[src/verilog/vp_cart_cfg.svh]
/* Sizes, widths and divider ratios of the Videopac cartridge and timing block */
`ifndef VP_CART_CFG_SVH
`define VP_CART_CFG_SVH

// Cartridge memory, 16 KB of bytes
`define VP_ROM_AW 14
`define VP_DATA_W 8

// Console side program address
`define VP_CART_AW 12

// System cycles per CPU enable
`define VP_CPU_DIV_NTSC 8
`define VP_CPU_DIV_PAL 12

// System cycles per VDC enable
`define VP_VDC_DIV_NTSC 6
`define VP_VDC_DIV_PAL 10
`define VP_DIV_W 4

// Download index of an XROM image
`define VP_XROM_INDEX 8'd2

// Image byte counts that pick a bank mapping
`define VP_SIZE_4K 16'd4096
`define VP_SIZE_8K 16'd8192
`define VP_SIZE_16K 16'd16384

`endif

[src/verilog/vp_cart_pkg.sv]
/* Cartridge kind and memory grant types */
`default_nettype none

package vp_cart_pkg;

	////////////////////////////////////////////////////////////////////////////
	// Cartridge mapping schemes
	////////////////////////////////////////////////////////////////////////////

	// Picked from image size, XROM from the download index
	typedef enum logic [2:0] {
		CART_2K,
		CART_4K,
		CART_8K,
		CART_12K,
		CART_XROM
	} cart_kind_e;

	////////////////////////////////////////////////////////////////////////////
	// Shared memory port owner
	////////////////////////////////////////////////////////////////////////////

	typedef enum logic [1:0] {
		GNT_IDLE,
		GNT_READ,
		GNT_WRITE
	} arb_grant_e;

endpackage

`default_nettype wire

[src/verilog/vp_bank_map.sv]
/* Console address and bank bits to cartridge memory address */
`default_nettype none
`include "vp_cart_cfg.svh"

module vp_bank_map (
	input  vp_cart_pkg::cart_kind_e     cart_kind_i,
	input  wire  [`VP_CART_AW-1:0]      cart_a_i,
	input  wire                         cart_bs0_i,
	input  wire                         cart_bs1_i,
	output logic [`VP_ROM_AW-1:0]       rd_addr_o
);

	// A10 selects internal RAM on the console, so most kinds drop it
	always_comb begin
		case (cart_kind_i)
			// Flat 4K window, bank bits ignored
			vp_cart_pkg::CART_XROM:
				rd_addr_o = `VP_ROM_AW'(cart_a_i);
			// Two 2K banks
			vp_cart_pkg::CART_4K:
				rd_addr_o = `VP_ROM_AW'({cart_bs0_i, cart_a_i[11], cart_a_i[9:0]});
			// Four 2K banks
			vp_cart_pkg::CART_8K:
				rd_addr_o = `VP_ROM_AW'({cart_bs1_i, cart_bs0_i, cart_a_i[11],
					cart_a_i[9:0]});
			// Four 4K banks, full console address
			vp_cart_pkg::CART_12K:
				rd_addr_o = `VP_ROM_AW'({cart_bs1_i, cart_bs0_i, cart_a_i[11:0]});
			// Plain 2K cartridge
			default:
				rd_addr_o = `VP_ROM_AW'({cart_a_i[11], cart_a_i[9:0]});
		endcase
	end

endmodule

`default_nettype wire

[config.mk]
export PLATFORM = sky130hd
export DESIGN_NAME = vp_bank_map
export DESIGN_NICKNAME = d
export VERILOG_FILES = /design/src/verilog/vp_cart_pkg.sv /design/src/verilog/vp_bank_map.sv
export VERILOG_INCLUDE_DIRS = /design/src /design/src/verilog
export SDC_FILE = /design/constraint.sdc
export NUM_CORES = 1
export LEC_CHECK = 0
export BUFFER_PORTS_ARGS = -buffer_cell sky130_fd_sc_hd__buf_2
export CAP_MARGIN = 20
export CORE_AREA = 3 3 40 42
export DETAILED_ROUTE_END_ITERATION = 7
export DIE_AREA = 0 0 43 45
export GPL_TIMING_DRIVEN = 0
export PLACE_DENSITY = 0.48
export REMOVE_ABC_BUFFERS = 1
export SLEW_MARGIN = 20
export SYNTH_ARGS = -nofsm -noshare
export SYNTH_HDL_FRONTEND = slang
export SYNTH_SLANG_ARGS = --single-unit
[constraint.sdc]
create_clock -name vclk -period 1.49
set_clock_uncertainty 0.05 [all_clocks]
set_input_delay 0 -clock vclk [all_inputs]
set_output_delay 0 -clock vclk [all_outputs]
set_load 0.02 [all_outputs]
==> run metrics <==
run status finished clean; crit path cell chain buf_2 -> mux2i_1 -> a211oi_1 -> a31o_1 -> buf_2; Starting Density between 15 and 20%; Synth Area in Compound Gates 17.5%; Post-Synth Simple-Gate Area 21.7%; Die Y about 45 µm; Synth Area in Adders 0%; post_cts resized 0; RSZ-0062 raised after global routing no; Cell Area, Synth approximately 210 µm²; largest net degree at the start of global routing 10; hold_buf cts 10; Die X-Extent around 43 µm; largest family of logic cells by synthesized area buffers and inverters; fmax 1210 MHz; clkbuf count 0; Synth Area per Inst between 7 and 8 µm²; max_cap viols 0; Metal-1 WL about 270 µm; DR vias 200; Setup CP Type input port to output pin; worst vdd ir 0.118 mV; DR WL met2 366 µm; worst setup path endpoint rd_addr_o[11]; wire per inst 13.1 µm; post-route clock period utilization between 50% and 60%; total wire length 668 µm; Multi-input gate area roughly 110 µm²; arrival time at the worst endpoint about 0.8 ns; Yosys top cell by area buf_4; antenna viol nets, final 0; Least-Margin Pin Slew around 0.24 ns; Die ar. ~1900 µm²; DRT Pass-1 Iters 5; GRT overflow 0; Initial DRC Count 5; Slew Limit Fails 0; Slowest cell on crit path a211oi_1; DR top layer met3; Crit. End Element output pin; # DRC 0; DP Wirelength between 300 and 400 µm; Post-Syn Instances 28; Setup crit start kind input port; final hold viol count 0; IO Pins 31; WL met3 29 µm; Layout fillers around 150; Layout Cells excl Fill a little over 50; Post-synth top cells buf_4, mux2i_1, buf_2, nor2_1, nor3b_1; placed insts 41; Nets 55; most used cell, CP buf_2; seq_cells 0; Area contributors post-synth buf_4, mux2i_1, nor3b_1; GR Util All Layers roughly 5.9%; routability cong. roughly 0.64; Worst Path Required 1.44 ns; Final Core Density approximately 22%; Site Rows 13; Setup TNS 0 ns; XOR/XNOR Fraction of Synth Area 0%; Power Density approximately 340 nW/µm²; total number of yosys warnings 0; post-synthesis mux area share between 10% and 20%; first-pass GRT wire length 917 µm; setup repair bufs after CTS 0; number of setup violations in the final report 0; Core Area 1280 µm²; Worst Hold Class input port to output pin; Synth cell types 14; CP max stage delay ~0.23 ns; vias in the first global route around 180; top-count cell post-synth buf_4; Max Fanout on Critical Path 7; layout cells sized above 1 33.3%; Worst setup startpoint cart_kind_i[0]; PortBufs 11; Pleak roughly 0.13 nW; initial antenna violation count 0; n_diodes 0; DR vias/cell 3.92; Synth top area share a little over a third; sequential area share after synthesis 0%; Syn-to-layout area delta 37.3%; Final min period a little over 0.8 ns; FF/Latch Area 0 µm²; relative slew slack a little over four fifths
## where the power goes
part           internal (mW)  switching [mW]
registers                  0               0
logic                 0.0420          0.0538
clock network              0               0
total                 0.0420          0.0538
## layer usage
metal	GRT usage, %	vias up
met3	0.797	0
li1	-	104
met2	12.0	7
met1	6.90	89
met5	0	-
met4	0	0
## layout make-up
class | count | area share, %
multi-input cells | 15 | 39.0
well taps | 15 | 6.58
repair buffers | 21 | 54.4
## through the flow
stage	hold WS (ns)	instance area, µm²	worst slack, ns	total power [mW]
3_5_place_dp	-0.0498	185	0.654	0.0543
6_report	0.316	285	0.665	0.0959
2_1_floorplan	-0.0500	111	0.816	0.0280
4_1_cts	0.318	285	0.655	0.0958
5_1_grt	0.340	285	0.632	0.101
3_3_place_gp	-0.0498	185	0.659	0.0537
## cell families after synthesis
family | after synthesis
compound gates | 5
mux | 3
buf+inv | 13
simple gates | 7
## worst min-delay path by stage
stage / start / to / depth (start not counted)
2_1_floorplan: cart_a_i[0] / rd_addr_o[0] / 0
3_3_place_gp: cart_a_i[0] / rd_addr_o[0] / 0
3_5_place_dp: cart_a_i[0] / rd_addr_o[0] / 0
4_1_cts: cart_kind_i[2] / rd_addr_o[12] / 3
5_1_grt: cart_kind_i[2] / rd_addr_o[12] / 3
6_report: cart_kind_i[2] / rd_addr_o[12] / 3
## worst max-delay path: cells and delay by family
| kind | cells | cell delay, ns |
|---|---|---|
| muxes | 1 | 0.12 |
| buffers and inverters | 2 | 0.30 |
| AOI/OAI and AO/OA | 2 | 0.35 |
## cell usage in the layout, fill, tap and decap left out
master,n
nand3b_1,1
and4b_2,1
a21oi_1,1
o211a_1,1
buf_2,11
nor3b_1,2
o21ai_1,1
dlygate4sd3_1,10
nand2_1,1
nor2_1,2
mux2i_1,3
a211oi_1,1
a31o_1,1
No activity file was read; power rests on OpenSTA's default activity.
