**config.mk**
```make
export PLATFORM = sky130hd
export DESIGN_NAME = vp_rom_arbiter
export DESIGN_NICKNAME = d
export VERILOG_FILES = /design/src/verilog/vp_cart_pkg.sv /design/src/verilog/vp_rom_arbiter.sv
export VERILOG_INCLUDE_DIRS = /design/src /design/src/verilog
export SDC_FILE = /design/constraint.sdc
export NUM_CORES = 1
export LEC_CHECK = 0
export ABC_AREA = 1
export BUFFER_PORTS_ARGS = -buffer_cell sky130_fd_sc_hd__buf_2
export CAP_MARGIN = 10
export CELL_PAD_IN_SITES_DETAIL_PLACEMENT = 1
export CELL_PAD_IN_SITES_GLOBAL_PLACEMENT = 1
export CORE_MARGIN = 3
export CORE_UTILIZATION = 12
export DETAILED_ROUTE_END_ITERATION = 12
export PLACE_DENSITY = 0.76
export SLEW_MARGIN = 20
export SYNTH_ARGS = -nofsm -noshare
export SYNTH_HDL_FRONTEND = slang
export SYNTH_SLANG_ARGS = --single-unit
export TNS_END_PERCENT = 10
```
**constraint.sdc**
```tcl
create_clock -name clk_sys -period 0.8 [get_ports clk_sys]
set_input_delay 0 -clock clk_sys [delete_from_list [all_inputs] [get_ports clk_sys]]
set_output_delay 0 -clock clk_sys [all_outputs]
set_load 0.02 [all_outputs]
```
**src/verilog/vp_cart_cfg.svh**
```systemverilog
/* Sizes, widths and divider ratios of the Videopac cartridge and timing block */
`ifndef VP_CART_CFG_SVH
`define VP_CART_CFG_SVH

// Cartridge memory, 16 KB of bytes
`define VP_ROM_AW 14
`define VP_DATA_W 8

// Console side program address
`define VP_CART_AW 12

// System cycles per CPU enable
`define VP_CPU_DIV_NTSC 8
`define VP_CPU_DIV_PAL 12

// System cycles per VDC enable
`define VP_VDC_DIV_NTSC 6
`define VP_VDC_DIV_PAL 10
`define VP_DIV_W 4

// Download index of an XROM image
`define VP_XROM_INDEX 8'd2

// Image byte counts that pick a bank mapping
`define VP_SIZE_4K 16'd4096
`define VP_SIZE_8K 16'd8192
`define VP_SIZE_16K 16'd16384

`endif

```
**src/verilog/vp_cart_pkg.sv**
```systemverilog
/* Cartridge kind and memory grant types */
`default_nettype none

package vp_cart_pkg;

	////////////////////////////////////////////////////////////////////////////
	// Cartridge mapping schemes
	////////////////////////////////////////////////////////////////////////////

	// Picked from image size, XROM from the download index
	typedef enum logic [2:0] {
		CART_2K,
		CART_4K,
		CART_8K,
		CART_12K,
		CART_XROM
	} cart_kind_e;

	////////////////////////////////////////////////////////////////////////////
	// Shared memory port owner
	////////////////////////////////////////////////////////////////////////////

	typedef enum logic [1:0] {
		GNT_IDLE,
		GNT_READ,
		GNT_WRITE
	} arb_grant_e;

endpackage

`default_nettype wire

```
**src/verilog/vp_rom_arbiter.sv**
```systemverilog
/* Read-priority arbiter for the shared cartridge memory */
`default_nettype none
`include "vp_cart_cfg.svh"

module vp_rom_arbiter (
	input  wire                      clk_sys,
	input  wire                      reset,
	input  wire                      rd_req_i,
	input  wire  [`VP_ROM_AW-1:0]    rd_addr_i,
	input  wire                      wr_req_i,
	input  wire  [`VP_ROM_AW-1:0]    wr_addr_i,
	input  wire  [`VP_DATA_W-1:0]    wr_data_i,
	output logic                     wr_gnt_o,
	output logic                     mem_en_o,
	output logic                     mem_we_o,
	output logic [`VP_ROM_AW-1:0]    mem_addr_o,
	output logic [`VP_DATA_W-1:0]    mem_wdata_o,
	input  wire  [`VP_DATA_W-1:0]    mem_rdata_i,
	output logic [`VP_DATA_W-1:0]    rd_data_o,
	output logic                     rd_valid_o
);

	vp_cart_pkg::arb_grant_e grant;
	logic                    rd_valid_q;

	////////////////////////////////////////////////////////////////////////////
	// Grant, console read first
	////////////////////////////////////////////////////////////////////////////

	always_comb begin
		if (rd_req_i)
			grant = vp_cart_pkg::GNT_READ;
		else if (wr_req_i)
			grant = vp_cart_pkg::GNT_WRITE;
		else
			grant = vp_cart_pkg::GNT_IDLE;
	end

	// Download side stalls while the console reads
	assign wr_gnt_o = (grant == vp_cart_pkg::GNT_WRITE);

	// Memory port follows the grant
	assign mem_en_o    = (grant != vp_cart_pkg::GNT_IDLE);
	assign mem_we_o    = wr_gnt_o;
	assign mem_addr_o  = (grant == vp_cart_pkg::GNT_READ) ? rd_addr_i : wr_addr_i;
	assign mem_wdata_o = wr_data_i;

	////////////////////////////////////////////////////////////////////////////
	// Read return
	////////////////////////////////////////////////////////////////////////////

	// Memory answers one cycle after the read edge
	always_ff @(posedge clk_sys or posedge reset) begin
		if (reset)
			rd_valid_q <= 1'b0;
		else
			rd_valid_q <= (grant == vp_cart_pkg::GNT_READ);
	end

	assign rd_valid_o = rd_valid_q;
	assign rd_data_o  = mem_rdata_i;

endmodule

`default_nettype wire
```
==> results.toml, run 1 <==
[status]
status = "finished clean"

[layout]
drive_gt1_share_pct = 60.6
num_antenna_cells = 0
fill_cells = 418
nNetsFinal = 149
largest_reg_flops = 1
regArea_um2 = 25.0
area_growth_pct = 35.7
multiInputGateArea_um2 = 188

[floorplan]
io_pins = 82
die_h_um = 63.9
die-area_um2 = 4090
die_w_um = 63.9
row_count = 20
initial_utilization_pct = 12.9
core_um2 = 3130

[sta]
tightest_slew_ns = 0.199
timing.setup.tns_ns = 0
slew_headroom_pct = 86.7
setup_ws_ns = 0.119
rsz0062_at_grt = "false"
slew_violations = 0
fin_crit_sh_pct = 85.1
setup_viol = 0
post-route-min-period_ns = 0.681
fmax_mhz = 1470
finalHoldViolations = 0

[placed_design]
post-dp-hpwl_um = 1070
numPortBuffers = 49
gp_congestion = 0.604
dp_slack_ns = 0.0880

[detailed_routing]
dr.pass1.iters = 4
routed_via_density = 3.41
first_iter_violations = 2
drt_wl_total_um = 1240
drc_errors = 0
wl_per_cell_um = 8.66
ant_nets = 0
vias = 487

[grt]
antenna_found_initial = 0
grt.met3_usage_pct = 1.93
grt_pass1_wl_um = 2120
top_usage_layer = "met2"
track_usage_pct = 6.07
grt_pass1_vias = 531
grt_util_met1_pct = 6.84
overflow = 0
met2_usage_pct = 11.6
grt_max_degree = 16

[yosys]
yosys-top-cells-area = "buf_4, nand2_1, nand2_2"
syn_area_um2 = 403
synth_edf_count = 0
syn_avg_cell_area_um2 = 5.84
ys_ff_latch = 1
syn_inst = 69
synth_flop_cell = "dfrtp_1"
yosysMostFrequentCell = "nand2_1"
syn_nets = 117
netlist.area_leader.share_pct = 31.7
synth_seq_area_share_pct = 6.21
yosysTopAreaCell = "buf_4"
synth_common_cells = "nand2_1, buf_4, nand2_2"
synth_async_sr_flop_share_pct = 100
synth_warnings = 0
ys_types = 10

[critical_path]
worstPathMaxFanout = 9
worstPathArrival_ns = 0.68
worst-setup-path-type = "in -> out"
critPathRequiredTime_ns = 0.80
crit_path_end_kind = "primary output"
critPathLaunchType = "input pin"

[job]
drv_cap = 0

[cts]
post_cts_resized = 0

[power_and_ir_drop]
total_leakage_power_uw = 0.000363
max-vdd-ir-drop_v = 0.000176
powerDensity_nw_per_um2 = 697

[min_path]
hold_class = "in -> out"
cell type report:
| class | instances | share of cell area [%] |
|---|---|---|
| Multi-Input combinational cell | 44 | 34.3 |
| Inverter | 3 | 2.97 |
| Timing Repair Buffer | 51 | 48.1 |
| Tap cell | 44 | 10.1 |
| Sequential cell | 1 | 4.58 |
where the power goes:
part	internal, µW	total [µW]	switching [µW]
Combinational	135	327	192
Clock	0	0	0
Sequential	54.0	54.5	0.493
Total	189	381	192
through the flow:
stage / total power (µW) / std cells / util [%] / hold WS [ns] / area [µm²]
after global routing: 423 / 143 / 17.5 / 0.0000293 / 547
final: 381 / 143 / 17.5 / 0.00000696 / 547
after detailed placement: 384 / 142 / 17.2 / -0.163 / 537
after floorplan: 371 / 69 / - / -0.271 / 403
after CTS: 389 / 143 / 17.5 / 0.000137 / 547
after global placement: 380 / 142 / 17.2 / -0.164 / 537
metal layers:
metal	up-vias	share of wire (%)	routed length, µm
li1	244	-	-
met1	202	36	451
met2	41	48	598
met3	0	15	189
met4	0	0	0
met5	-	0	0
worst max-delay path: stages:
cell and delay (ns):
buf_2 0.20, buf_4 0.20, nand2_1 0.06, nand2_1 0.06
buf_2 0.16
timing repair:
item                                    in CTS  in global routing
endpoints found under the hold margin        1                  0
endpoints found under the setup margin       0                  0
hold buffers                                 1                  0
setup buffers                                0                  0
final timing paths:
path | from | endpoint | slack (ns) | depth (start not counted)
worst max-delay path | rd_req_i | mem_addr_o[7] | 0.12 | 5
worst min-delay path | mem_rdata_i[1] | rd_data_o[1] | 0.000007 | 0
max in group asynchronous | reset | rd_valid_o$_DFF_PP0_ | 0.32 | 3
min in group asynchronous | reset | rd_valid_o$_DFF_PP0_ | 0.39 | 3
cell usage in the layout, fill, tap and decap left out:
| master | count |
|---|---|
| nand2_2 | 9 |
| inv_6 | 1 |
| dlygate4sd3_1 | 1 |
| inv_1 | 2 |
| buf_4 | 1 |
| nor2_1 | 1 |
| dfrtp_1 | 1 |
| nand2_1 | 34 |
| buf_2 | 49 |
logic make-up (layout without fill, tap and decap cells):
| kind of cell | Yosys count | in the layout | synth area share, % |
|---|---|---|---|
| and+or+nand+nor | 44 | 44 | 46.6 |
| DFF | 1 | 1 | 6.21 |
| buffers and inverters | 24 | 54 | 47.2 |
Note: power is estimated with default switching activity, not from simulation.
==> run 2: changes to the inputs <==
- CORE_UTILIZATION: 12 -> 13
- CTS_BUF_LIST: not set -> sky130_fd_sc_hd__clkbuf_4 sky130_fd_sc_hd__clkbuf_8
- PLACE_DENSITY: 0.76 -> 0.81
==> run 2 against run 1 <==
  * Die area down 7.0%
  * Critical path depth unchanged
  * Cell area down 2.5%
  * Combinational power about the same
  * Global-route usage down 0.55 points
  * Maximum frequency up 3.4%
  * Via count up 1.8%
  * Setup slack better by 0.023 ns
  * Sequential share of layout area up 0.12 points
==> results.toml, run 2 (synthesized netlist as in run 1, its figures left out) <==
[grt]
grt.met3_usage_pct = 0.839
grt_max_degree = 16
overflow = 0
grt_pass1_vias = 422
track_usage_pct = 5.52
grt_util_met1_pct = 6.29
grt_pass1_wl_um = 1670
top_usage_layer = "met2"
antenna_found_initial = 0
met2_usage_pct = 10.8

[min_path]
min_from = "wr_data_i[1]"
hold_class = "in -> out"

[sta]
timing.setup.tns_ns = 0
fmax_mhz = 1520
post-route-min-period_ns = 0.658
fin_crit_sh_pct = 82.3
rsz0062_at_grt = "false"
tightest_slew_ns = 0.183
hold_ws_ns = 0.00000885
slew_violations = 0
setup_viol = 0
slew_headroom_pct = 87.8
finalHoldViolations = 0

[layout]
multiInputGateArea_um2 = 188
area_growth_pct = 32.3
nNetsFinal = 149
regArea_um2 = 25.0
final_common_cell = "buf_2"
final_util_pct = 18.7
fill_cells = 381
largest_reg_flops = 1
layout_common_cells = "buf_2, nand2_1, nand2_2"
drive_gt1_share_pct = 60.6
num_antenna_cells = 0

[floorplan]
core_um2 = 2850
row_count = 19
initial_utilization_pct = 14.1
die-area_um2 = 3800
die_h_um = 61.7
die_w_um = 61.7
io_pins = 82

[critical_path]
worstPathArrival_ns = 0.66
crit_path_start = "rd_req_i"
critPathLaunchType = "input pin"
worst-setup-path-type = "in -> out"
critPathRequiredTime_ns = 0.80
worstPathMaxFanout = 15
crit_path_end_kind = "primary output"

[power_and_ir_drop]
total_leakage_power_uw = 0.000363
powerDensity_nw_per_um2 = 717
max-vdd-ir-drop_v = 0.000121

[detailed_routing]
drt_wl_total_um = 1260
routed_via_density = 3.82
vias = 496
wl_per_cell_um = 9.66
ant_nets = 0
first_iter_violations = 1
drc_errors = 0
dr.pass1.iters = 2

[job]
drv_cap = 0

[placed_design]
gp_congestion = 0.600
post-dp-hpwl_um = 1070
numPortBuffers = 49

[cts]
post_cts_buffers = 0

[status]
status = "finished clean"
run 2: power by group:
group,total (µW),switching [µW],leakage (µW),internal (µW)
sequential,54.5,0.449,0.0000117,54.0
combinational,328,191,0.000352,136
clock,0,0,0,0
run 2: cell type report:
cell class	count	share of cell area (%)
Multi-Input combinational cell	44	35.2
Tap cell	31	7.28
Sequential cell	1	4.69
Timing Repair Buffer	51	49.8
Inverter	3	3.05
run 2: routing by layer:
| layer | part of all wire, % | wire length, µm | up-vias |
|---|---|---|---|
| met2 | 49 | 621 | 42 |
| met1 | 35 | 443 | 208 |
| li1 | - | - | 244 |
| met5 | 0 | 0 | - |
| met3 | 15 | 186 | 2 |
| met4 | 0.40 | 5 | 0 |
run 2: timing repair:
| item | CTS | global route |
|---|---|---|
| gates resized for setup | 0 | 1 |
| hold endpoints to repair | 1 | 0 |
| hold buffers | 1 | 0 |
| setup endpoints to repair | 0 | 2 |
run 2: metrics by stage:
stage	worst slack, ns	cells	cell area, µm²	power (µW)
after floorplan	0.00315	69	403	371
after global placement	0.0692	129	520	378
after detailed placement	0.0474	129	520	383
after CTS	0.0436	130	531	388
after global routing	0.0592	130	533	420
final	0.142	130	533	382
run 2: worst paths after layout:
| check | end | slack, ns | depth (start not counted) |
|---|---|---|---|
| min | mem_wdata_o[1] | 0.000009 | 0 |
| max in group asynchronous | rd_valid_o$_DFF_PP0_ | 0.32 | 3 |
| max | mem_addr_o[10] | 0.14 | 5 |
| min in group asynchronous | rd_valid_o$_DFF_PP0_ | 0.39 | 3 |
run 2: worst max-delay path: stages:
cell and delay, ns:
clkbuf_4 0.20, inv_6 0.17, nand2_1 0.08, nand2_1 0.06, buf_2 0.15
