[src/verilog/vp_cart_cfg.svh]
/* Sizes, widths and divider ratios of the Videopac cartridge and timing block */
`ifndef VP_CART_CFG_SVH
`define VP_CART_CFG_SVH

// Cartridge memory, 16 KB of bytes
`define VP_ROM_AW 14
`define VP_DATA_W 8

// Console side program address
`define VP_CART_AW 12

// System cycles per CPU enable
`define VP_CPU_DIV_NTSC 8
`define VP_CPU_DIV_PAL 12

// System cycles per VDC enable
`define VP_VDC_DIV_NTSC 6
`define VP_VDC_DIV_PAL 10
`define VP_DIV_W 4

// Download index of an XROM image
`define VP_XROM_INDEX 8'd2

// Image byte counts that pick a bank mapping
`define VP_SIZE_4K 16'd4096
`define VP_SIZE_8K 16'd8192
`define VP_SIZE_16K 16'd16384

`endif

[src/verilog/vp_clk_enables.sv]
/* CPU and VDC clock-enable dividers, NTSC or PAL ratio */
`default_nettype none
`include "vp_cart_cfg.svh"

module vp_clk_enables (
	input  wire  clk_sys,
	input  wire  reset,
	input  wire  pal_i,
	input  wire  download_i,
	output logic cpu_en_o,
	output logic vdc_en_o
);

	// Index 0 is the CPU divider, index 1 the VDC divider
	logic [`VP_DIV_W-1:0] div_cnt [2];
	logic [`VP_DIV_W-1:0] div_top [2];
	logic [1:0]           en_q;
	logic                 pal_q;
	logic                 hold;

	// Reload values, one less than the ratio
	assign div_top[0] = pal_i ? `VP_DIV_W'(`VP_CPU_DIV_PAL - 1) :
		`VP_DIV_W'(`VP_CPU_DIV_NTSC - 1);
	assign div_top[1] = pal_i ? `VP_DIV_W'(`VP_VDC_DIV_PAL - 1) :
		`VP_DIV_W'(`VP_VDC_DIV_NTSC - 1);

	// Standard change or download freezes both dividers
	assign hold = download_i | (pal_i != pal_q);

	always_ff @(posedge clk_sys or posedge reset) begin
		if (reset) begin
			pal_q <= 1'b0;
			en_q <= '0;
			for (int i = 0; i < 2; i++) begin
				div_cnt[i] <= '0;
			end
		end else begin
			pal_q <= pal_i;
			for (int i = 0; i < 2; i++) begin
				if (hold) begin
					div_cnt[i] <= '0;
					en_q[i] <= 1'b0;
				end else begin
					// Zero means freshly cleared or wrapped, restart the count
					if (div_cnt[i] == '0)
						div_cnt[i] <= div_top[i];
					else
						div_cnt[i] <= div_cnt[i] - 1'b1;
					// Pulse lands as the count leaves 1, N cycles after release
					en_q[i] <= (div_cnt[i] == `VP_DIV_W'(1));
				end
			end
		end
	end

	assign cpu_en_o = en_q[0];
	assign vdc_en_o = en_q[1];

endmodule

`default_nettype wire

[config.mk]
export PLATFORM = sky130hd
export DESIGN_NAME = vp_clk_enables
export DESIGN_NICKNAME = d
export VERILOG_FILES = /design/src/verilog/vp_clk_enables.sv
export VERILOG_INCLUDE_DIRS = /design/src /design/src/verilog
export SDC_FILE = /design/constraint.sdc
export NUM_CORES = 1
export LEC_CHECK = 0
export BUFFER_PORTS_ARGS = -buffer_cell sky130_fd_sc_hd__buf_2
export CAP_MARGIN = 30
export CORE_AREA = 8 8 45 47
export DETAILED_ROUTE_END_ITERATION = 6
export DIE_AREA = 0 0 53 55
export PLACE_DENSITY = 0.67
export SYNTH_ARGS = -nofsm -noshare
export SYNTH_HDL_FRONTEND = slang
export SYNTH_SLANG_ARGS = --single-unit
[constraint.sdc]
create_clock -name clk_sys -period 1.3 [get_ports clk_sys]
set_clock_uncertainty 0.1 [all_clocks]
set_input_delay 0 -clock clk_sys [delete_from_list [all_inputs] [get_ports clk_sys]]
set_output_delay 0 -clock clk_sys [all_outputs]
set_load 0.02 [all_outputs]
==> results of run 1 <==
[power breakdown]
group / total (mW) / internal, mW / switching (mW)
clock network: 0.226 / 0.119 / 0.107
registers: 0.393 / 0.367 / 0.0265
logic: 0.190 / 0.0990 / 0.0905
total: 0.808 / 0.584 / 0.224
[worst max-delay path: stages]
cell	delay, ns
dlygate4sd3_1	0.53
buf_2	0.15
nor2b_1	0.14
or4_4	0.42
a21oi_2	0.12
[repair_timing]
action | in CTS | in global routing
pin swaps | 0 | 3
hold endpoints to repair | 13 | 0
gates resized for setup | 5 | 4
hold buffers | 3 | 0
setup endpoints to repair | 2 | 2
buffers inserted | 0 | 1
[cell usage in the layout (no fill, tap or decap)]
cell type / netlist / final
nand2_1: 3 / 3
or4_4: 1 / 1
a21oi_2: 1 / 1
inv_1: 4 / 2
clkbuf_1: 0 / 1
nor4_1: 1 / 1
o21bai_4: 0 / 1
a211oi_1: 3 / 1
nand2b_1: 3 / 3
or2b_1: 1 / 1
buf_4: 0 / 4
dlygate4sd3_1: 0 / 3
ha_4: 0 / 1
o21ai_0: 2 / 2
nor3b_2: 0 / 1
mux2i_1: 1 / 1
a211oi_2: 0 / 2
nor2_1: 6 / 6
inv_2: 0 / 2
clkbuf_4: 0 / 3
a21oi_1: 2 / 2
nor3_1: 2 / 2
buf_6: 0 / 1
buf_2: 1 / 5
xnor2_1: 1 / 1
dfrtp_1: 11 / 11
nor2b_1: 1 / 1
ha_1: 3 / 2
a31oi_1: 1 / 1
[routing by layer]
layer,global-route usage (%),vias up,share of wire (%)
met1,8.75,192,45
li1,-,201,-
met4,0,0,0
met2,12.7,8,50
met3,4.81,0,5.4
met5,0,-,0
[cell families (layout without fill, tap and decap cells)]
| kind of cell | Yosys count | in the layout | share of synthesized area [%] |
|---|---|---|---|
| buf+inv | 5 | 21 | 3.86 |
| mux | 1 | 1 | 1.93 |
| compound gates | 10 | 10 | 12.6 |
| flops | 11 | 11 | 53.1 |
| simple gates | 19 | 19 | 19.6 |
| fa+ha+maj | 3 | 3 | 7.25 |
| xor+xnor | 1 | 1 | 1.69 |
[cell type report]
class | instances | area, µm² | area share, %
clock buffer | 4 | 26.3 | 3.78
inverter | 4 | 15.0 | 2.16
multi-input combinational | 34 | 262 | 37.7
sequential | 11 | 275 | 39.6
tap | 16 | 20.0 | 2.88
timing repair buffer | 13 | 96.3 | 13.9
[registers in the layout, summed over array words and instances (netlist names)]
signal   flops
div_cnt      8
en_q         2
pal_q        1
[worst paths after layout]
kind | from | to | slack [ns] | cells after the start
min in group clk_sys | pal_i | pal_q | 0.35 | 2
min | reset | div_cnt[0] | 0.17 | 3
min reg2reg | div_cnt[2] | en_q[1] | 0.41 | 1
max | pal_i | div_cnt[2] | 0.03 | 5
max in group asynchronous | reset | div_cnt[2] | 0.62 | 3
max reg2reg | div_cnt[1] | div_cnt[2] | 0.05 | 2
==> impl_metrics.ini, run 1 <==
[placement]
portBuffers = 5
place_ws_ns = -0.0450
gp_congestion = 0.751
placedCellCount = 74
placed_area_um2 = 588
dpl.hpwl_um = 717

[cells_and_area]
fin_util_pct = 50.2
drive_gt1_share_pct = 33.3
post-route-cell-area_um2 = 694
area.growth.synth_to_final_pct = 34.1
fin_cells = 82
diodes = 0
nets = 74
fillers = 131

[logic_synthesis]
synth-main-ff-cell = dfrtp_1
ys_types = 21
synth_fp_nets = 57
synthTopCellsByArea = dfrtp_1 53%, ha_1 7.2%, a211oi_1 4.3%
synthTopCellsByCount = 11 x dfrtp_1, 6 x nor2_1, 4 x inv_1
syn-instance-count = 50
synth_top_area_share_pct = 53.1
synthArstFlopShare_pct = 100
synth_warnings = 0
syn_avg_cell_area_um2 = 10.4
yosys.cell_count.top_type = dfrtp_1
synth_enable_flop_cells = 0
synth_seq_area_share_pct = 53.1
yosysTopAreaCell = dfrtp_1
ys_ff_latch = 11
netlist_area_um2 = 518

[sta]
timing.fmax_mhz = 789
tightest_slew_ns = 0.441
drv_slew = 0
fin_ws_ns = 0.0332
post-route-period-util_pct = 97.4
hold_viol = 0
fin_crit_ns = 1.27
hold_slack_ns = 0.175
finalSetupTns_ns = 0
rsz0062_at_grt = false
relSlewSlack_pct = 70.6
setup_viol = 0

[floorplanning]
ios = 6
die_w_um = 53
initial_core_util_pct = 37.4
chipHeight_um = 55
coreArea_um2 = 1380
rows = 14
dieArea_um2 = 2920

[clock_network]
cts_sinks = 11
clk_latency_ns = 0.26
cts_buffers = 3
clock_path_buffers = 2
cts_tree = built
h-tree-depth = 1
cts_root_buf = clkbuf_4
clk_pin_slew_ns = 0.07

[power]
ir_drop_mv = 0.493
p_total_uw = 808
p_leak_nw = 0.323
p_per_area_nw_per_um2 = 1160

[setup_path]
path_max_fanout = 5
arrival_ns = 1.36
cp-start-kind = primary input
path_class = in -> reg
critPathRequiredTime_ns = 1.39
end_kind = flop

[detailed_routing]
drt_drc_violations_left = 0
vias_per_cell = 4.89
drtIter0Drc = 4
routed_wl_um = 990
drt_pass1_iterations = 4
vias = 401
drtAntennaViolNets = 0
post_drt_wl_per_cell_um = 12.1

[run]
maxCapViolCount = 0

[global_route]
antenna_found_initial = 0
grt_max_degree = 12
grt_pass1_wl_mm = 1.68
track_usage_pct = 7.67
grt_pass1_vias = 408
grt_overflow = 0

[run_status]
status = complete, no violations

[worst_hold_path]
hold_class = in -> async
Note: power is estimated with default switching activity, not from simulation.
==> run 2, diff against run 1 <==
- CELL_PAD_IN_SITES_DETAIL_PLACEMENT: not set -> 1
- CELL_PAD_IN_SITES_GLOBAL_PLACEMENT: not set -> 2
- CORE_AREA: 8 8 45 47 -> not set
- CORE_MARGIN: not set -> 8
- CORE_UTILIZATION: not set -> 30
- DIE_AREA: 0 0 53 55 -> not set
- PLACE_DENSITY: 0.67 -> 0.76
==> impl_metrics.ini, run 2 (synthesis results as in run 1) <==
[power]
p_sw_uw = 239
comb_power_share_pct = 21.6
p_leak_nw = 0.327
internal-power_uw = 576
p_clk_share_pct = 30.5
ir_drop_mv = 0.558
swShare_pct = 29.3
p_per_area_nw_per_um2 = 1210
seq_power_share_pct = 47.9

[setup_path]
critPathMaxStageDelay_ns = 0.53
arrival_ns = 1.38
critical-path-slowest-cell = dlygate4sd3_1
critPathRequiredTime_ns = 1.41
end_kind = flop
path_class = in -> reg
path_delay_family = buffers and inverters
crit_chain = dlygate4sd3_1, buf_2, nor2b_1, or4_4, a21oi_2
crit_buf_inv = 2
cp-start-kind = primary input
path_max_fanout = 5

[cells_and_area]
fin_util_pct = 40.4
final_common_cell = dfrtp_1
top_register = div_cnt
post-route-cell-area_um2 = 676
final_cell_mix = 11 x dfrtp_1, 6 x nor2_1, 6 x buf_4, 5 x buf_2
area.growth.synth_to_final_pct = 30.4
layout_top_registers = div_cnt: 8 flops, en_q: 2 flops, pal_q: 1 flops
largest_reg_flops = 8
nets = 74
diodes = 0
drive_gt1_share_pct = 30.3

[detailed_routing]
drt_drc_violations_left = 0
post_drt_wl_per_cell_um = 13.9
vias = 407
drtIter0Drc = 6
routed_wl_mm = 1.16
drtAntennaViolNets = 0
drt_pass1_iterations = 4
vias_per_cell = 4.90

[placement]
gp_congestion = 0.769
placed_area_um2 = 597
portBuffers = 5
dpl.hpwl_um = 810

[clock_network]
clk_pin_slew_ns = 0.07
h-tree-depth = 1
clock_path_buffers = 2
cts_root_buf = clkbuf_4
cts_buffers = 3
cts_tree = built
clk_latency_ns = 0.28
cts_sinks = 11

[global_route]
grt_pass1_wl_mm = 1.97
antenna_found_initial = 0
grt_max_degree = 12
grt_pass1_vias = 441
grt_overflow = 0
track_usage_pct = 8.11

[floorplanning]
ios = 6
rows = 15
die_w_um = 57.6
chipHeight_um = 57.6
coreArea_um2 = 1670
dieArea_um2 = 3310
initial_core_util_pct = 31.0

[sta]
setup_viol = 0
relSlewSlack_pct = 70.5
timing.fmax_mhz = 789
rsz0062_at_grt = true
tightest_slew_ns = 0.442
hold_viol = 0
post-route-period-util_pct = 97.5
drv_slew = 0
fin_crit_ns = 1.27

[worst_hold_path]
hold_class = in -> reg

[run_status]
status = complete, no violations

[run]
maxCapViolCount = 0
[run 2: cell types whose count changed in the layout (fill, tap and decap cells not counted)]
cell,change
inv_2,-1
xnor2_2,+1
a211oi_2,-2
a211oi_1,+2
buf_4,+2
o21bai_4,-1
xnor2_1,-1
o21bai_1,+1
dlygate4sd3_1,-1
inv_1,+1
buf_6,-1
[run 2: through the flow]
step           total power, mW  setup WS (ns)  instances  hold WS (ns)  setup TNS, ns
3_3_place_gp             0.545         0.0198         76       -0.0722              0
6_report                 0.815         0.0328         83        0.0555              0
5_1_grt                  0.868        -0.0267         83        0.0773        -0.0366
2_1_floorplan            0.496        0.00913         50        -0.248              0
4_1_cts                  0.813        0.00472         82        0.0461              0
3_5_place_dp             0.552        -0.0115         76       -0.0791        -0.0115
[run 2: cell type report]
class                      count  area (µm²)
clock buffer                   4        26.3
inverter                       4        15.0
multi-input combinational     34         248
fill                         190         995
sequential                    11         275
tap                           17        21.3
timing repair buffer          13        90.1
[run 2: power groups by stage]
stage	Sequential (mW)	Clock [mW]	Combinational (mW)
after global routing	0.395	0.277	0.196
after global placement	0.395	0	0.150
after floorplan	0.396	0	0.0996
after CTS	0.390	0.259	0.164
after detailed placement	0.396	0	0.156
final	0.391	0.248	0.176
[run 2: final timing paths]
kind                              end        from  slack, ns  cells past startpoint
hold reg to reg               en_q[1]  div_cnt[2]       0.42                      1
setup / recovery           div_cnt[2]       pal_i       0.03                      5
max in group asynchronous  div_cnt[5]       reset       0.64                      3
min in group asynchronous     en_q[1]       reset       0.16                      3
setup reg to reg           div_cnt[2]  div_cnt[0]       0.04                      2
hold / removal             div_cnt[4]  download_i       0.06                      3
[run 2: timing repair]
item / in CTS / in global routing
resized for setup: 2 / 3
buffers inserted: 0 / 1
endpoints found under the setup margin: 2 / 8
pin swaps: 0 / 1
hold endpoints to repair: 12 / 0
hold buffers: 2 / 0
[run 2: per-layer routing]
metal | GRT usage [%] | up-vias | share of wire (%)
met2 | 11.3 | 8 | 39
met3 | 3.59 | 5 | 5.3
met5 | 0 | - | 0
met4 | 7.50 | 0 | 4.0
li1 | - | 202 | -
met1 | 9.01 | 192 | 51
[run 2: tightest hold or removal path, cell delays in order]
cell	delay (ns)
buf_2	0.08
nand2b_1	0.24
a21oi_1	0.07
