File: src/verilog/vp_cart_cfg.svh
/* Sizes, widths and divider ratios of the Videopac cartridge and timing block */
`ifndef VP_CART_CFG_SVH
`define VP_CART_CFG_SVH

// Cartridge memory, 16 KB of bytes
`define VP_ROM_AW 14
`define VP_DATA_W 8

// Console side program address
`define VP_CART_AW 12

// System cycles per CPU enable
`define VP_CPU_DIV_NTSC 8
`define VP_CPU_DIV_PAL 12

// System cycles per VDC enable
`define VP_VDC_DIV_NTSC 6
`define VP_VDC_DIV_PAL 10
`define VP_DIV_W 4

// Download index of an XROM image
`define VP_XROM_INDEX 8'd2

// Image byte counts that pick a bank mapping
`define VP_SIZE_4K 16'd4096
`define VP_SIZE_8K 16'd8192
`define VP_SIZE_16K 16'd16384

`endif

File: src/verilog/vp_cart_pkg.sv
/* Cartridge kind and memory grant types */
`default_nettype none

package vp_cart_pkg;

	////////////////////////////////////////////////////////////////////////////
	// Cartridge mapping schemes
	////////////////////////////////////////////////////////////////////////////

	// Picked from image size, XROM from the download index
	typedef enum logic [2:0] {
		CART_2K,
		CART_4K,
		CART_8K,
		CART_12K,
		CART_XROM
	} cart_kind_e;

	////////////////////////////////////////////////////////////////////////////
	// Shared memory port owner
	////////////////////////////////////////////////////////////////////////////

	typedef enum logic [1:0] {
		GNT_IDLE,
		GNT_READ,
		GNT_WRITE
	} arb_grant_e;

endpackage

`default_nettype wire

File: src/verilog/vp_cart_loader.sv
/* APB download port, image size counter and cartridge classification */
`default_nettype none
`include "vp_cart_cfg.svh"

module vp_cart_loader (
	input  wire                         clk_sys,
	input  wire                         reset,
	input  wire                         download_i,
	input  wire  [7:0]                  index_i,
	input  wire                         psel_i,
	input  wire                         penable_i,
	input  wire                         pwrite_i,
	input  wire  [`VP_ROM_AW-1:0]       paddr_i,
	input  wire  [`VP_DATA_W-1:0]       pwdata_i,
	output logic                        pready_o,
	output logic                        pslverr_o,
	output logic                        wr_req_o,
	output logic [`VP_ROM_AW-1:0]       wr_addr_o,
	output logic [`VP_DATA_W-1:0]       wr_data_o,
	input  wire                         wr_gnt_i,
	output vp_cart_pkg::cart_kind_e     cart_kind_o
);

	logic                          access;
	logic                          wr_done;
	logic                          download_q;
	logic                          xrom_q;
	logic [15:0]                   byte_cnt;
	vp_cart_pkg::cart_kind_e       cart_kind_q;

	////////////////////////////////////////////////////////////////////////////
	// APB termination
	////////////////////////////////////////////////////////////////////////////

	// Access phase of any transfer
	assign access = psel_i & penable_i;

	// Only writes during a download reach memory
	assign wr_req_o  = access & pwrite_i & download_i;
	assign wr_addr_o = paddr_i;
	assign wr_data_o = pwdata_i;
	assign wr_done   = wr_req_o & wr_gnt_i;

	// Reads and stray writes finish at once with an error
	assign pslverr_o = access & (~pwrite_i | ~download_i);
	// Accepted writes wait for the memory grant
	assign pready_o  = pslverr_o | wr_done;

	////////////////////////////////////////////////////////////////////////////
	// Size count and classification
	////////////////////////////////////////////////////////////////////////////

	always_ff @(posedge clk_sys or posedge reset) begin
		if (reset) begin
			download_q <= 1'b0;
			xrom_q <= 1'b0;
			byte_cnt <= '0;
			cart_kind_q <= vp_cart_pkg::CART_2K;
		end else begin
			download_q <= download_i;

			// Download start, a byte stored on this same edge still counts
			if (download_i & ~download_q) begin
				byte_cnt <= wr_done ? 16'd1 : 16'd0;
				xrom_q <= (index_i == `VP_XROM_INDEX);
			end else if (wr_done) begin
				byte_cnt <= byte_cnt + 16'd1;
			end

			// Download end, size is final
			if (download_q & ~download_i) begin
				if (xrom_q)
					cart_kind_q <= vp_cart_pkg::CART_XROM;
				else if (byte_cnt == `VP_SIZE_4K)
					cart_kind_q <= vp_cart_pkg::CART_4K;
				else if (byte_cnt == `VP_SIZE_8K)
					cart_kind_q <= vp_cart_pkg::CART_8K;
				else if (byte_cnt == `VP_SIZE_16K)
					cart_kind_q <= vp_cart_pkg::CART_12K; // 16K image, banked as 12K
				else
					cart_kind_q <= vp_cart_pkg::CART_2K;
			end
		end
	end

	assign cart_kind_o = cart_kind_q;

endmodule

`default_nettype wire

File: config.mk
export PLATFORM = sky130hd
export DESIGN_NAME = vp_cart_loader
export DESIGN_NICKNAME = d
export VERILOG_FILES = /design/src/verilog/vp_cart_pkg.sv /design/src/verilog/vp_cart_loader.sv
export VERILOG_INCLUDE_DIRS = /design/src /design/src/verilog
export SDC_FILE = /design/constraint.sdc
export NUM_CORES = 1
export LEC_CHECK = 0
export ABC_AREA = 1
export BUFFER_PORTS_ARGS = -buffer_cell sky130_fd_sc_hd__buf_2
export CAP_MARGIN = 40
export CORE_MARGIN = 5
export CORE_UTILIZATION = 47
export DETAILED_ROUTE_END_ITERATION = 12
export GPL_TIMING_DRIVEN = 1
export PLACE_DENSITY_LB_ADDON = 0.25
export SLEW_MARGIN = 20
export SYNTH_ARGS = -nofsm -noshare
export SYNTH_HDL_FRONTEND = slang
export SYNTH_SLANG_ARGS = --single-unit
File: constraint.sdc
create_clock -name clk_sys -period 1.4 [get_ports clk_sys]
set_input_delay 0.14 -clock clk_sys [delete_from_list [all_inputs] [get_ports clk_sys]]
set_output_delay 0.14 -clock clk_sys [all_outputs]
set_load 0.01 [all_outputs]
==> reports/metrics.cfg, run 1 <==
[critical_path]
path_common_cell = nand2_1
path_max_fanout = 5
slowest_stage = dfrtp_1
arrival_ns = 1.51
cp-start-kind = flop
worstSetupPathType = reg2reg
crit_chain = ha_1, nand2_1, nor2_4, inv_1, nor2_2, nand3_1, nand2_1, nor2_1
cp-end-kind = flop
required_ns = 1.62
slowest_delay_ns = 0.41

[floorplanning]
start_util_pct = 48.4
coreArea_sq_um = 3000
die_w_um = 65.6
die-area_sq_um = 4310
die_y_um = 65.6
io_pins = 65
rows = 20

[timing]
slew_headroom_pct = 79.5
whs_ns = 0.0125
finalMaxSlewViolations = 0
tns_ns = 0
rsz0062_at_grt = true
setup-violations-final = 0
finalCriticalPeriod_ns = 1.29
finalCritPeriodShare_pct = 92.2
finClkSkew_ns = 0.0103
tightest_slew_ns = 0.307
hold_violations = 0
timing.fmax_mhz = 775

[finish]
diodes = 0
layout.nets = 254
drive_above_1_share_pct = 20.6
layout_commonest_cell = nand2_1
areaGrowthSynthToFinish_pct = 3.79
fin_util_pct = 50.2
final_cell_mix = nand2_1 (48), inv_1 (28), nor2_1 (27)

[outcome]
outcome = completed

[power_and_ir_drop]
p_total_mw = 1.04
total_leakage_power_nw = 0.792
power_density_nw_per_um2 = 686
ir_worst_vdd_mv = 0.248

[clocking]
insertion_delay_ns = 0.31
htree_levels = 1
cts_tree = done
cts.sinks = 21
cts_buffers = 3
clkTransAtPathRegs_ns = 0.12
clockBufferDepth = 2
root_buffer = clkbuf_4

[yosys]
synth.net_count = 246
syn_area_sq_um = 1450
muxShareOfSynthArea_pct = 0
synth_compound_area_share_pct = 6.20
synth_fa_ha_area_share_pct = 1.72
synthSimpleGateAreaFrac_pct = 36.1
synth-seq-area-share_pct = 36.1
syn_area_per_cell_sq_um = 7.02
ys_ff_latch = 21
synth-xor-area-share_pct = 0
ys_types = 22
yosysWarnings = 0
syn_inst = 207
synth_top_family_by_area = simple AND/OR/NAND/NOR gates

[detailed_routing]
post_drt_wl_per_cell_um = 11.8
drt-total-wl_um = 2910
drt-initial-drc-count = 47
drtPass1Iterations = 6
drc = 0
viasPerCell = 5.02
vias = 1239
antenna_left = 0

[global_routing]
grt_max_degree = 22
grt_pass1_wl_um = 5070
grt_pass1_vias = 1163
grt-ovfl-total = 0
gr-usage-all-layers_pct = 14.9
antenna_found_initial = 0

[place]
dp_hpwl_um = 2240
numPortBuffers = 20
gp_congestion = 0.847

[worst_hold_path]
hold_path_class = in2reg

[flow_run]
maxCapViolCount = 0

==> synthesized netlist by cell type <==
library cell	n	area share, %
o21ai_0	4	1.4
o22ai_1	1	0.43
nand2_2	3	1.3
nor2_2	1	0.43
nor3_1	3	1.0
o21a_1	1	0.52
nor2_1	31	8.0
nand2_1	48	12
dfrtp_1	21	36
nor3_4	1	1.1
nand3_1	14	4.8
a21oi_1	9	3.1
clkbuf_8	1	0.95
o21ai_1	1	0.34
nand4_1	11	4.7
nor2_4	2	1.5
inv_2	1	0.26
nand2_4	1	0.77
buf_4	22	11
inv_1	28	7.2
ha_1	2	1.7
a31oi_1	1	0.43
==> layout make-up <==
cell class                 count  area (sq um)
tap                           33          41.3
multi-input combinational    134           656
timing repair buffer          26           148
fill                         315          1490
sequential                    21           529
clock buffer                   4          26.3
inverter                      29           109
==> metrics by stage <==
step / instance area [sq um] / setup WS (ns) / std cells
detailed placement: 1430 / 0.0320 / 239
finish: 1510 / 0.109 / 247
global route: 1510 / -0.0252 / 247
global placement: 1430 / 0.0683 / 239
floorplan: 1450 / 0.156 / 207
CTS: 1470 / 0.0147 / 244
==> registers in the layout, indices dropped and copies added (netlist names) <==
signal / count
xrom_q: 1
byte_cnt: 16
cart_kind_o: 3
download_q: 1
==> worst max-delay path: cells and delay by family (launching register included) <==
kind / cells / cell delay, ns
AND/OR/NAND/NOR: 6 / 0.55
adder cells (fa/ha/maj): 1 / 0.19
flip-flops: 1 / 0.41
buffers and inverters: 1 / 0.06
==> power by group <==
group | leakage, nW | internal, mW | switching, mW
registers | 0.284 | 0.614 | 0.00428
clock network | 0.0150 | 0.111 | 0.189
logic | 0.493 | 0.0463 | 0.0707
==> worst paths after layout <==
kind	slack (ns)	cells past startpoint	to	start
min	0.01	1	download_q	download_i
max reg2reg	0.11	8	byte_cnt[8]	byte_cnt[1]
min in group asynchronous	0.40	4	byte_cnt[12]	reset
min reg2reg	0.49	2	cart_kind_o[0]	cart_kind_o[0]
max	0.11	8	byte_cnt[8]	byte_cnt[1]
max in group asynchronous	0.75	4	byte_cnt[5]	reset
==> kinds of logic after synthesis <==
family          count (synthesis)
fa+ha+maj                       2
buf+inv                        52
compound gates                 17
flops                          21
simple gates                  115
==> routing by layer <==
metal | track usage [%] | wire length, um
met1 | 18.4 | 1360
met4 | 5.96 | 33
met2 | 25.4 | 1330
met3 | 2.91 | 176
met5 | 0 | 0
==> repair_timing <==
item                       CTS  global route
gates resized for setup      0             8
hold buffers                 1             0
hold endpoints to repair    21             0
buffers inserted             0             3
setup endpoints to repair    0             8
Power figures use the tool's default switching activity.
==> inputs of run 2 (changes only) <==
--- a/config.mk
+++ b/config.mk
@@ -10,7 +10,7 @@
 export BUFFER_PORTS_ARGS = -buffer_cell sky130_fd_sc_hd__buf_2
 export CAP_MARGIN = 40
 export CORE_MARGIN = 5
-export CORE_UTILIZATION = 47
+export CORE_UTILIZATION = 30
 export DETAILED_ROUTE_END_ITERATION = 12
 export GPL_TIMING_DRIVEN = 1
 export PLACE_DENSITY_LB_ADDON = 0.25
==> run 2 against run 1 <==
Design area is 4.6% higher. Register-to-register slack about the same. Die area up 47%. Sequential cell count stayed put. Setup slack better by 0.0059 ns. Cell count increased by 14%. Clock-buffer cell count did not move. Critical path type unchanged. Largest cell class unchanged. Largest power group unchanged.
==> reports/metrics.cfg, run 2 (synthesis gave the netlist of run 1 again) <==
[detailed_routing]
drt-total-wl_um = 3160  ; +8.7%
post_drt_wl_per_cell_um = 11.2  ; -4.8%
dr_wl_met2_um = 1420  ; +6.4%
drt-initial-drc-count = 69  ; +47%
vias = 1227  ; -0.97%
antenna_left = 0  ; unchanged
top_layer = met4
dr_wl_met3_um = 205  ; +16%
drtPass1Iterations = 4  ; -2
wl_met1_um = 1520  ; +11%
viasPerCell = 4.35  ; -13%
drc = 0  ; unchanged

[timing]
finalCritPeriodShare_pct = 91.8  ; -0.42 points
whs_ns = 0.0643  ; +0.0519 ns
finClkSkew_ns = 0.00169  ; -0.00857 ns
setup-violations-final = 0  ; unchanged
finalMaxSlewViolations = 0  ; unchanged
timing.fmax_mhz = 778  ; +0.46%
finalCriticalPeriod_ns = 1.29  ; -0.00592 ns
rsz0062_at_grt = true
slew_headroom_pct = 79.2  ; -0.23 points
hold_violations = 0  ; unchanged
tightest_slew_ns = 0.311  ; +0.00343 ns

[global_routing]
grt_pass1_vias = 1180  ; +1.5%
grt-ovfl-total = 0  ; unchanged
gr-usage-all-layers_pct = 10.9  ; -4.1 points
antenna_found_initial = 0  ; unchanged
grt_max_degree = 22  ; unchanged
grt_pass1_wl_um = 5440  ; +7.2%

[floorplanning]
rows = 25  ; +25%
io_pins = 65  ; unchanged
die_w_um = 79.6  ; +21%
die_y_um = 79.6  ; +21%
start_util_pct = 30.8  ; -18 points
coreArea_sq_um = 4720  ; +57%
die-area_sq_um = 6340  ; +47%

[power_and_ir_drop]
ir_worst_vdd_mv = 0.362  ; +46%
power_density_nw_per_um2 = 715  ; +4.2%
internal-power_uw = 858  ; +11%
comb_power_share_pct = 9.8  ; -1.5 points
pwr-share-clk_pct = 35.4  ; +6.4 points
power.share.switching_pct = 24.0  ; -1.5 points
p_seq_share_pct = 54.8  ; -4.9 points
total_leakage_power_nw = 0.804  ; +1.5%
switchingPower_uw = 271  ; +2.7%

[place]
dp.cells = 275  ; +15%
gp_congestion = 0.820  ; -3.1%
numPortBuffers = 20  ; unchanged
dp_hpwl_um = 2440  ; +9.1%

[finish]
final_cells = 282  ; +14%
layout_commonest_cell = nand2_1
layout.nets = 255  ; +0.39%
final_cell_mix = nand2_1 (47), inv_1 (28), nor2_1 (28)
top_register = byte_cnt
areaGrowthSynthToFinish_pct = 8.61
largest_register_ffs = 16  ; unchanged
drive_above_1_share_pct = 20.9  ; +0.37 points
diodes = 0  ; unchanged

[critical_path]
slowest_stage = dfrtp_1
worstSetupPathType = reg2reg
required_ns = 1.56  ; -0.06 ns
path_buf_inv = 1  ; unchanged
slowest_delay_ns = 0.41  ; about the same
arrival_ns = 1.44  ; -0.07 ns
cp-start-kind = flop
path_max_fanout = 5  ; unchanged
cp_top_family = simple AND/OR/NAND/NOR gates
crit_chain = ha_2, nand2_2, nor2_4, inv_1, nor2_2, nand3_1, nand2_1, nor2_1
cp-end-kind = flop

[clocking]
clkTransAtPathRegs_ns = 0.07  ; -0.05 ns
cts.sinks = 21  ; unchanged
cts_buffers = 3  ; unchanged
insertion_delay_ns = 0.26  ; -0.05 ns
cts_tree = done
root_buffer = clkbuf_8
clockBufferDepth = 2  ; unchanged
htree_levels = 1  ; unchanged

[outcome]
outcome = completed

[flow_run]
maxCapViolCount = 0  ; unchanged

[worst_hold_path]
hold_path_class = in2reg

## run 2: cell types whose count changed in the layout (fill, tap and decap cells not counted), sizes merged
| cell | change |
|---|---|
| buf | +1 |
## run 2: layer usage
metal / global-route usage [%] / vias to the layer above
met3: 3.50 / 4
li1: - / 651
met5: 0 / -
met1: 14.0 / 546
met2: 17.9 / 26
met4: 1.89 / 0
## run 2: power by group through the flow
stage               Clock (mW)  Combinational (mW)  Sequential (mW)
floorplan                    0               0.126            0.632
global placement             0               0.111            0.630
detailed placement           0               0.111            0.631
CTS                      0.423               0.114            0.618
global route             0.448               0.127            0.620
finish                   0.400               0.111            0.618
## run 2: path summary, 6_finish.rpt
kind                                start              to  slack [ns]  depth (start not counted)
setup / recovery              byte_cnt[0]     byte_cnt[8]        0.11                          8
min in group asynchronous           reset  cart_kind_o[1]        0.45                          4
hold / removal                 download_i      download_q        0.06                          1
max in group asynchronous           reset     byte_cnt[5]        0.72                          4
hold reg to reg            cart_kind_o[1]  cart_kind_o[1]        0.48                          2
setup reg to reg              byte_cnt[0]     byte_cnt[8]        0.11                          8
## run 2: area by class of cell
class,count,area [sq um]
Timing Repair Buffer,27,155
Fill cell,525,3140
Multi-Input combinational cell,134,658
Clock buffer,4,45.0
Tap cell,67,83.8
Sequential cell,21,528
Inverter,29,109
## run 2: repair_timing
action / CTS / global route
setup endpoints to repair: 1 / 7
endpoints found under the hold margin: 21 / 0
buffers inserted: 0 / 2
hold buffers: 1 / 0
pin swaps: 0 / 3
gates cloned: 0 / 0
resized for setup: 1 / 7
## run 2: through the flow
step	setup TNS, ns	utilization [%]	power [mW]	instance area (sq um)	setup WS [ns]
2_1_floorplan	0	-	0.758	1450	0.156
3_3_place_gp	0	31.5	0.742	1490	0.0491
3_5_place_dp	0	31.5	0.742	1490	0.00286
4_1_cts	0	32.8	1.16	1550	0.0184
5_1_grt	-0.0462	33.4	1.19	1580	-0.0220
6_report	0	33.4	1.13	1580	0.115
